### config.mk
export PLATFORM = sky130hd
export DESIGN_NAME = approx_div_unit
export DESIGN_NICKNAME = d
export VERILOG_FILES = /design/src/hw/div_pkg.sv /design/src/hw/approx_div_unit.sv /design/src/hw/div_result.sv /design/src/hw/div_execute.sv /design/src/hw/div_array.sv /design/src/hw/div_decode.sv
export VERILOG_INCLUDE_DIRS = /design/src /design/src/hw
export SDC_FILE = /design/constraint.sdc
export NUM_CORES = 1
export LEC_CHECK = 0
export ABC_AREA = 1
export BUFFER_PORTS_ARGS = -buffer_cell sky130_fd_sc_hd__clkbuf_2
export CAP_MARGIN = 20
export CORE_MARGIN = 2
export CORE_UTILIZATION = 50
export DETAILED_ROUTE_END_ITERATION = 8
export PLACE_DENSITY = 0.67
export SLEW_MARGIN = 20
export SYNTH_ARGS = -nofsm -noshare
export SYNTH_HDL_FRONTEND = slang
export SYNTH_SLANG_ARGS = --single-unit
### constraint.sdc
create_clock -name clk -period 24.4 [get_ports clk]
set_clock_uncertainty 0.15 [all_clocks]
set_input_delay 4.88 -clock clk [delete_from_list [all_inputs] [get_ports clk]]
set_output_delay 4.88 -clock clk [all_outputs]
set_load 0.01 [all_outputs]
### src/hw/div_defs.svh
`ifndef DIV_DEFS_SVH
`define DIV_DEFS_SVH

// dividend is twice the divisor width
`define DIV_N_W 16

// divisor, quotient and remainder width
`define DIV_D_W 8

// low quotient rows built from the approximate cell
// legal range 0 to DIV_D_W, 0 gives an exact array
`define DIV_APPROX_ROWS 2

`endif
### src/hw/div_pkg.sv
`include "div_defs.svh"

package div_pkg;

  typedef logic [`DIV_N_W-1:0] dividend_t;
  typedef logic [`DIV_D_W-1:0] divisor_t;
  typedef logic [`DIV_D_W-1:0] quot_t;
  typedef logic [`DIV_D_W-1:0] rem_t;

  // one request, sampled with in_valid
  typedef struct packed {
    dividend_t dividend;
    divisor_t  divisor;
  } div_req_t;

  typedef struct packed {
    logic div_by_zero;
    logic overflow;     // quotient does not fit in DIV_D_W bits
  } div_flags_t;

  // one response, valid with out_valid
  typedef struct packed {
    quot_t      quot;
    rem_t       rem;
    div_flags_t flags;
  } div_resp_t;

endpackage

### src/hw/approx_div_unit.sv
`timescale 1ns/100ps
`include "div_defs.svh"

module approx_div_unit (
  input  logic               clk,
  input  logic               rst_n,
  input  logic               in_valid,
  input  div_pkg::div_req_t  in_req,
  output logic               out_valid,
  output div_pkg::div_resp_t out_resp
);

  // decode to execute
  logic                dec_valid;
  div_pkg::div_req_t   dec_req;
  div_pkg::div_flags_t dec_flags;

  // execute to result
  logic                exe_valid;
  div_pkg::div_req_t   exe_req;
  div_pkg::quot_t      exe_quot;
  div_pkg::rem_t       exe_rem;
  div_pkg::div_flags_t exe_flags;

  div_decode decode_i (
    .clk       (clk),
    .rst_n     (rst_n),
    .in_valid  (in_valid),
    .in_req    (in_req),
    .dec_valid (dec_valid),
    .dec_req   (dec_req),
    .dec_flags (dec_flags)
  );

  div_execute execute_i (
    .clk       (clk),
    .rst_n     (rst_n),
    .dec_valid (dec_valid),
    .dec_req   (dec_req),
    .dec_flags (dec_flags),
    .exe_valid (exe_valid),
    .exe_req   (exe_req),
    .exe_quot  (exe_quot),
    .exe_rem   (exe_rem),
    .exe_flags (exe_flags)
  );

  div_result result_i (
    .clk       (clk),
    .rst_n     (rst_n),
    .exe_valid (exe_valid),
    .exe_req   (exe_req),
    .exe_quot  (exe_quot),
    .exe_rem   (exe_rem),
    .exe_flags (exe_flags),
    .out_valid (out_valid),
    .out_resp  (out_resp)
  );

endmodule

### src/hw/div_result.sv
`timescale 1ns/100ps
`include "div_defs.svh"

module div_result (
  input  logic                clk,
  input  logic                rst_n,
  input  logic                exe_valid,
  input  div_pkg::div_req_t   exe_req,
  input  div_pkg::quot_t      exe_quot,
  input  div_pkg::rem_t       exe_rem,
  input  div_pkg::div_flags_t exe_flags,
  output logic                out_valid,
  output div_pkg::div_resp_t  out_resp
);

  div_pkg::div_resp_t resp;

  always_comb begin
    resp.flags = exe_flags;
    if (exe_flags.div_by_zero) begin
      // saturate, pass the low dividend byte back
      resp.quot = '1;
      resp.rem  = exe_req.dividend[`DIV_D_W-1:0];
    end else if (exe_flags.overflow) begin
      resp.quot = '1;
      resp.rem  = '0;
    end else begin
      resp.quot = exe_quot;  // array result as is
      resp.rem  = exe_rem;
    end
  end

  always_ff @(posedge clk) begin
    if (!rst_n) begin
      out_valid <= 1'b0;
    end else begin
      out_valid <= exe_valid;
    end
  end

  always_ff @(posedge clk) begin
    out_resp <= resp;
  end

endmodule

### src/hw/div_execute.sv
`timescale 1ns/100ps
`include "div_defs.svh"

module div_execute (
  input  logic                clk,
  input  logic                rst_n,
  input  logic                dec_valid,
  input  div_pkg::div_req_t   dec_req,
  input  div_pkg::div_flags_t dec_flags,
  output logic                exe_valid,
  output div_pkg::div_req_t   exe_req,
  output div_pkg::quot_t      exe_quot,
  output div_pkg::rem_t       exe_rem,
  output div_pkg::div_flags_t exe_flags
);

  div_pkg::quot_t arr_quot;
  div_pkg::rem_t  arr_rem;

  // long combinational path, kept inside this stage
  div_array array_i (
    .n (dec_req.dividend),
    .d (dec_req.divisor),
    .q (arr_quot),
    .r (arr_rem)
  );

  always_ff @(posedge clk) begin
    if (!rst_n) begin
      exe_valid <= 1'b0;
    end else begin
      exe_valid <= dec_valid;
    end
  end

  always_ff @(posedge clk) begin
    exe_req   <= dec_req;    // dividend needed later for divide by zero
    exe_flags <= dec_flags;
    exe_quot  <= arr_quot;
    exe_rem   <= arr_rem;
  end

endmodule

### src/hw/div_array.sv
`timescale 1ns/100ps
`include "div_defs.svh"

module div_array (
  input  div_pkg::dividend_t n,
  input  div_pkg::divisor_t  d,
  output div_pkg::quot_t     q,
  output div_pkg::rem_t      r
);

  // row i yields quotient bit i, row DIV_D_W-1 settles first
  logic [`DIV_D_W-1:0] x_row    [`DIV_D_W];  // minuend bits into a row
  logic [`DIV_D_W-1:0] bin_row  [`DIV_D_W];  // borrow into each cell
  logic [`DIV_D_W-1:0] diff_row [`DIV_D_W];
  logic [`DIV_D_W-1:0] bout_row [`DIV_D_W];
  logic [`DIV_D_W-1:0] part_row [`DIV_D_W];  // partial remainder out of a row
  logic [`DIV_D_W-1:0] hi_bit;               // bit left above each row

  genvar gi, gj;

  generate
    for (gi = 0; gi < `DIV_D_W; gi++) begin : g_row

      if (gi == `DIV_D_W-1) begin : g_top
        // top row sees the upper dividend bits directly
        assign x_row[gi]  = n[`DIV_N_W-2 -: `DIV_D_W];
        assign hi_bit[gi] = n[`DIV_N_W-1];
      end else begin : g_inner
        // shift previous remainder up, bring in the next dividend bit
        assign x_row[gi]  = {part_row[gi+1][`DIV_D_W-2:0], n[gi]};
        assign hi_bit[gi] = part_row[gi+1][`DIV_D_W-1];
      end

      assign bin_row[gi] = {bout_row[gi][`DIV_D_W-2:0], 1'b0};  // ripple

      // subtract succeeds if it fits or a bit was left over
      assign q[gi] = hi_bit[gi] | ~bout_row[gi][`DIV_D_W-1];

      for (gj = 0; gj < `DIV_D_W; gj++) begin : g_col
        if (gi < `DIV_APPROX_ROWS) begin : g_approx
          // cheap cell, ignores the incoming borrow
          assign diff_row[gi][gj] = ~d[gj];
          assign bout_row[gi][gj] = x_row[gi][gj] & d[gj];
        end else begin : g_exact
          assign diff_row[gi][gj] = x_row[gi][gj] ^ d[gj] ^ bin_row[gi][gj];
          assign bout_row[gi][gj] = (~x_row[gi][gj] & d[gj]) |
                                    (~(x_row[gi][gj] ^ d[gj]) & bin_row[gi][gj]);
        end

        // restore on a failed subtract
        assign part_row[gi][gj] = q[gi] ? diff_row[gi][gj] : x_row[gi][gj];
      end

    end
  endgenerate

  assign r = part_row[0];  // bottom row holds the remainder

endmodule

### src/hw/div_decode.sv
`timescale 1ns/100ps
`include "div_defs.svh"

module div_decode (
  input  logic                clk,
  input  logic                rst_n,
  input  logic                in_valid,
  input  div_pkg::div_req_t   in_req,
  output logic                dec_valid,
  output div_pkg::div_req_t   dec_req,
  output div_pkg::div_flags_t dec_flags
);

  div_pkg::divisor_t   n_hi;    // upper dividend byte
  div_pkg::div_flags_t flags;

  assign n_hi = in_req.dividend[`DIV_N_W-1 -: `DIV_D_W];

  // the only operand comparison in the pipeline
  always_comb begin
    flags.div_by_zero = (in_req.divisor == '0);
    flags.overflow    = !flags.div_by_zero && (n_hi >= in_req.divisor);
  end

  always_ff @(posedge clk) begin
    if (!rst_n) begin
      dec_valid <= 1'b0;
    end else begin
      dec_valid <= in_valid;
    end
  end

  // payload follows every cycle, qualified by dec_valid
  always_ff @(posedge clk) begin
    dec_req   <= in_req;
    dec_flags <= flags;
  end

endmodule

==> flow_metrics.py, run 1 <==
metrics = {
    "status": {
        "outcome": "complete, no violations",
    },
    "clock_tree": {
        "cts_repair_resize_count": 0,
        "cts.clk_slew.worst_paths_ns": 0.07,
        "insertion_delay_ns": 0.35,
        "cts_setup_buffers": 0,
        "cts-buffers-inserted": 9,
        "clk_path_buf_depth": 2,
        "root_buffer": "clkbuf_8",
        "h-tree-depth": 3,
        "cts_tree": "yes",
        "hold_buffers": 0,
        "cts_sinks": 73,
    },
    "setup_path": {
        "cp_top_family": "adder cells",
        "crit_type": "flip-flop to flip-flop",
        "cp_common_cell": "fa_1",
        "ff2ff_setup_slack_ns": 3.49,
        "critPathMaxFanout": 14,
        "rr_startpoint": "decode_i.dec_req[0]$_DFF_P_",
        "worstReg2RegEnd": "execute_i.exe_rem[1]$_DFF_P_",
        "critical_path_arrival_ns": 21.01,
        "endpoint_kind": "flip-flop",
        "critPathSlowestCell": "nor2_2",
        "critPathRequiredTime_ns": 24.50,
        "max_stage_delay_ns": 0.51,
        "rr_worst_depth": 73,
        "crit_buf_inv": 12,
        "start_kind": "flip-flop",
    },
    "routing": {
        "drtAntennaViolNets": 0,
        "wl_per_cell_um": 12.5,
        "drcViolationCount": 0,
        "drt_pre_antenna_iters": 5,
        "wl_um": 7130,
        "drt_iter0_markers": 116,
        "routed.top_layer": "met4",
        "post_drt_via_cell_ratio": 4.62,
        "wl_met3_um": 284,
        "met2_wirelength_um": 3530,
        "met1Wirelength_um": 3120,
        "vias": 2643,
    },
    "floorplan": {
        "num_rows": 32,
        "fp.dieH_um": 92.8,
        "fp.dieW_um": 92.8,
        "ios": 46,
        "dieArea_mm2": 0.00861,
        "start_util_pct": 51.3,
        "core_mm2": 0.00769,
    },
    "yosys": {
        "synth_most_common_cell": "nand2_1",
        "yosysWarnings": 0,
        "synth_cell_type_count": 30,
        "yosysSeqAreaShare_pct": 37.1,
        "async_reset_ff_share_pct": 0,
        "synth_commonest_cells": "90 x nand2_1, 85 x inv_1, 73 x dfxtp_1, 42 x fa_1, 18 x nand3_1",
        "avgSynthCellArea_um2": 9.54,
        "synth_edf_count": 0,
        "syn-num-nets": 496,
        "ys_ff_latch": 73,
        "synth.cell_area_mm2": 0.00394,
        "synth.largest_area_cell": "dfxtp_1",
        "syn_inst": 413,
        "synth_area_leaders": "dfxtp_1 37%, fa_1 21%, nand2_1 8.6%",
        "yosysTopAreaCellShare_pct": 37.1,
        "ys_dominant_reg_cell": "dfxtp_1",
    },
    "worst_hold_path": {
        "hold_path_depth": 0,
        "hold_class": "flip-flop to flip-flop",
        "worstHoldEndpoint": "execute_i.exe_flags[1]$_DFF_P_",
        "hp-start": "decode_i.dec_flags[1]$_DFF_P_",
    },
    "cells_and_area": {
        "layout-drive-gt1-share_pct": 22.6,
        "final_area_mm2": 0.00446,
        "diodes": 0,
        "fillCellCount": 693,
        "multi_input_area_mm2": 0.00211,
        "fin_nets": 548,
        "area_growth_pct": 13.2,
        "regArea_mm2": 0.00146,
    },
    "place": {
        "hpwlAfterDp_um": 5580,
        "post-place-ws_ns": 3.52,
        "portBuffers": 45,
        "gp_congestion": 0.845,
        "dpl_cell_area_mm2": 0.00425,
    },
    "timing": {
        "slew_headroom_pct": 33.0,
        "rsz0062_at_grt": "no",
        "final.period_utilization_pct": 85.7,
        "worst_pin_slew_ns": 1.00,
        "worst_slack_ns": 3.49,
        "layout_min_cycle_time_ns": 20.91,
        "fmax_mhz": 47.8,
        "drv_slew": 0,
        "setup_violations": 0,
        "fin_setup_tns_ns": 0,
        "timing.hold.ws_ns": 0.179,
        "hold_viol_final": 0,
    },
    "grt": {
        "overflow": 0,
        "grt_pass1_wl_um": 12700,
        "antenna_found_initial": 0,
        "grt_max_degree": 17,
        "grt_pass1_vias": 2760,
        "grt.total_usage_pct": 19.3,
    },
    "flow_run": {
        "max-cap-violations": 0,
    },
}
[through the flow]
| step | utilization (%) | std cells |
|---|---|---|
| 3_3_place_gp | 55.3 | 556 |
| 4_1_cts | 58.0 | 572 |
| 3_5_place_dp | 55.3 | 556 |
| 2_1_floorplan | - | 413 |
| 6_report | 58.0 | 572 |
| 5_1_grt | 58.0 | 572 |
[logic make-up (layout without fill, tap and decap cells)]
group	count (synthesis)	in the layout	share of synthesized area (%)
DFF	73	73	37.1
adders and majority gates	56	56	25.8
muxes	3	3	0.762
buffers and inverters	90	147	9.40
AOI/OAI and AO/OA	30	30	5.08
and+or+nand+nor	161	161	21.9
[layout make-up]
| class | instances | area share (%) |
|---|---|---|
| Timing Repair Buffer | 46 | 5.22 |
| Inverter | 85 | 7.15 |
| Clock inverter | 5 | 1.77 |
| Clock buffer | 11 | 2.95 |
| Multi-Input combinational cell | 250 | 47.3 |
| Sequential cell | 73 | 32.8 |
| Tap cell | 102 | 2.86 |
[registers in the layout, summed over array words and instances, names as in the netlist]
signal	flops
decode_i.dec_req	24
result_i.out_resp	18
execute_i.exe_quot	8
execute_i.exe_rem	8
execute_i.exe_req	8
decode_i.dec_flags	2
execute_i.exe_flags	2
decode_i.dec_valid	1
execute_i.exe_valid	1
result_i.out_valid	1
[how the worst max path moves through the flow]
stage | startpoint | to | slack (ns) | depth (start not counted)
finish | decode_i.dec_req[0]$_DFF_P_ | execute_i.exe_rem[1]$_DFF_P_ | 3.49 | 73
global route | decode_i.dec_req[0]$_DFF_P_ | execute_i.exe_rem[0]$_DFF_P_ | 2.18 | 73
CTS | decode_i.dec_req[0]$_DFF_P_ | execute_i.exe_rem[7]$_DFF_P_ | 3.46 | 71
detailed placement | decode_i.dec_req[0]$_DFF_P_ | execute_i.exe_rem[7]$_DFF_P_ | 3.52 | 71
global placement | decode_i.dec_req[0]$_DFF_P_ | execute_i.exe_rem[7]$_DFF_P_ | 3.85 | 71
floorplan | decode_i.dec_req[0]$_DFF_P_ | execute_i.exe_rem[1]$_DFF_P_ | 5.16 | 75
[cell usage in the layout, fill, tap and decap left out]
master     instances
nand2_1           90
inv_1             85
dfxtp_1           73
clkbuf_2          45
fa_1              42
nand3_1           18
nand2_2           17
ha_1              14
o21ai_0           11
clkbuf_8           9
a22o_1             8
or2_2              8
nand4_1            6
nand3_4            5
nand3_2            5
nand2_4            4
nor2_2             3
mux2i_1            3
a21oi_1            3
o21bai_1           3
o21ai_2            2
nor2_1             2
clkinv_2           2
clkbuf_1           2
bufinv_16          2
or2_1              1
nand2_8            1
o21ai_1            1
a21oi_2            1
nor4_1             1
a31oi_1            1
inv_6              1
buf_4              1
[metal layers]
| layer | GRT usage [%] | vias to the layer above |
|---|---|---|
| met5 | 0 | - |
| met4 | 9.68 | 0 |
| met3 | 3.50 | 17 |
| met2 | 32.8 | 54 |
| met1 | 23.6 | 1214 |
| li1 | - | 1358 |
Power of run 1 is left out: the tool's default activity adds up to more than one toggle a clock period on the data nets, which glitch-free logic cannot reach.
==> inputs of run 2 (changes only) <==
--- a/config.mk
+++ b/config.mk
@@ -18,2 +18,3 @@
 export SYNTH_HDL_FRONTEND = slang
+export SYNTH_HIERARCHICAL = 1
 export SYNTH_SLANG_ARGS = --single-unit
==> constraint.sdc (replaced) <==
create_clock -name clk -period 24.4 [get_ports clk]
set_clock_uncertainty 0.15 [all_clocks]
set_input_delay 1.22 -clock clk [delete_from_list [all_inputs] [get_ports clk]]
set_output_delay 1.22 -clock clk [all_outputs]
set_load 0.01 [all_outputs]
==> run 2 against run 1 <==
Final area up 0.53%. Setup slack worse by 0.080 ns. Non-clock buffer count down 1. Die area up 0.87%. Synthesized area up 0.92%. First-iteration DRC count down 13%. Sequential share of layout area down 0.17 points. Via count up 5.1%. Cell count up 4.7%.
==> flow_metrics.py, run 2 <==
metrics = {
    "clock_tree": {
        "h-tree-depth": 3,
        "insertion_delay_ns": 0.35,
        "cts_tree": "yes",
        "root_buffer": "clkbuf_8",
        "cts_sinks": 73,
        "cts.clk_slew.worst_paths_ns": 0.08,
        "clk_path_buf_depth": 2,
        "hold_buffers": 0,
        "cts_repair_resize_count": 0,
        "cts_setup_buffers": 0,
        "cts-buffers-inserted": 9,
    },
    "floorplan": {
        "ios": 46,
        "dieArea_mm2": 0.00868,
        "core_mm2": 0.00773,
        "num_rows": 32,
        "fp.dieH_um": 93.2,
        "fp.dieW_um": 93.2,
        "start_util_pct": 51.5,
    },
    "setup_path": {
        "max_stage_delay_ns": 0.50,
        "crit_type": "flip-flop to flip-flop",
        "start_kind": "flip-flop",
        "cp_top_family": "adder cells",
        "critPathMaxFanout": 13,
        "cp_common_cell": "fa_1",
        "endpoint_kind": "flip-flop",
        "critical_path_arrival_ns": 21.04,
        "critPathSlowestCell": "dfxtp_1",
        "critPathRequiredTime_ns": 24.45,
        "crit_buf_inv": 12,
    },
    "place": {
        "hpwlAfterDp_um": 5710,
        "gp_congestion": 0.831,
        "dp.cells": 583,
        "portBuffers": 45,
        "dpl_cell_area_mm2": 0.00427,
    },
    "routing": {
        "drcViolationCount": 0,
        "drtAntennaViolNets": 0,
        "post_drt_via_cell_ratio": 4.64,
        "wl_per_cell_um": 11.8,
        "drt_iter0_markers": 101,
        "wl_um": 7100,
        "drt_pre_antenna_iters": 4,
        "vias": 2778,
    },
    "status": {
        "outcome": "complete, no violations",
    },
    "yosys": {
        "avgSynthCellArea_um2": 9.00,
        "yosysWarnings": 6,
        "syn-num-nets": 525,
        "synth.cell_area_mm2": 0.00398,
        "syn_inst": 442,
    },
    "grt": {
        "grt-busiest-layer": "met2",
        "grt_pass1_wl_um": 12400,
        "grt_use_met2_pct": 32.4,
        "antenna_found_initial": 0,
        "grt_max_degree": 17,
        "met3_usage_pct": 3.46,
        "grt_pass1_vias": 2844,
        "grt.total_usage_pct": 18.5,
        "overflow": 0,
        "grt_use_met1_pct": 21.5,
    },
    "cells_and_area": {
        "fin_nets": 575,
        "final_cell_mix": "132 x nand2_1, 89 x inv_1, 73 x dfxtp_1",
        "reg_top3": "decode_i/dec_req: 24 flops, result_i/out_resp: 18 flops",
        "largest_reg_flops": 24,
        "diodes": 0,
        "fin_cells": 599,
        "final_area_mm2": 0.00448,
        "largest_register": "decode_i/dec_req",
        "area_growth_pct": 12.7,
        "final_common_cell": "nand2_1",
        "layout-drive-gt1-share_pct": 20.3,
    },
    "timing": {
        "drv_slew": 0,
        "hold_viol_final": 0,
        "final.period_utilization_pct": 86.0,
        "setup_violations": 0,
        "layout_min_cycle_time_ns": 20.99,
        "slew_headroom_pct": 33.7,
        "fmax_mhz": 47.6,
        "fin_setup_tns_ns": 0,
        "worst_pin_slew_ns": 0.993,
        "rsz0062_at_grt": "no",
    },
    "flow_run": {
        "max-cap-violations": 0,
    },
    "worst_hold_path": {
        "hold_class": "flip-flop to flip-flop",
    },
}
-- run 2: per-stage QoR --
step	util, %	hold slack (ns)	setup WS (ns)
finish	58.0	0.181	3.41
global route	58.0	0.187	2.24
CTS	58.0	0.183	3.42
detailed placement	55.2	0.164	3.46
global placement	55.2	0.162	3.94
floorplan	-	0.160	5.23
-- run 2: final cells by class --
type	count	area, um^2
Timing Repair Buffer	45	225
Sequential cell	73	1460
Fill cell	681	3240
Tap cell	102	128
Clock buffer	10	128
Inverter	91	342
Multi-Input combinational cell	272	2110
Clock inverter	6	91.3
-- run 2: layer usage --
metal,up-vias,share of wire (%)
met3,17,3.8
li1,1415,-
met4,0,2.9
met1,1291,43
met5,-,0
met2,55,51
-- run 2: worst paths after layout --
| kind | startpoint | to | slack [ns] | cells past startpoint |
|---|---|---|---|---|
| min reg2reg | decode_i/dec_flags[0]$_DFF_P_ | execute_i/exe_flags[0]$_DFF_P_ | 0.18 | 0 |
| max | decode_i/dec_req[0]$_DFF_P_ | execute_i/exe_rem[7]$_DFF_P_ | 3.41 | 71 |
| min | decode_i/dec_flags[0]$_DFF_P_ | execute_i/exe_flags[0]$_DFF_P_ | 0.18 | 0 |
| max reg2reg | decode_i/dec_req[0]$_DFF_P_ | execute_i/exe_rem[7]$_DFF_P_ | 3.41 | 71 |
Power of run 2 is left out for the same reason.
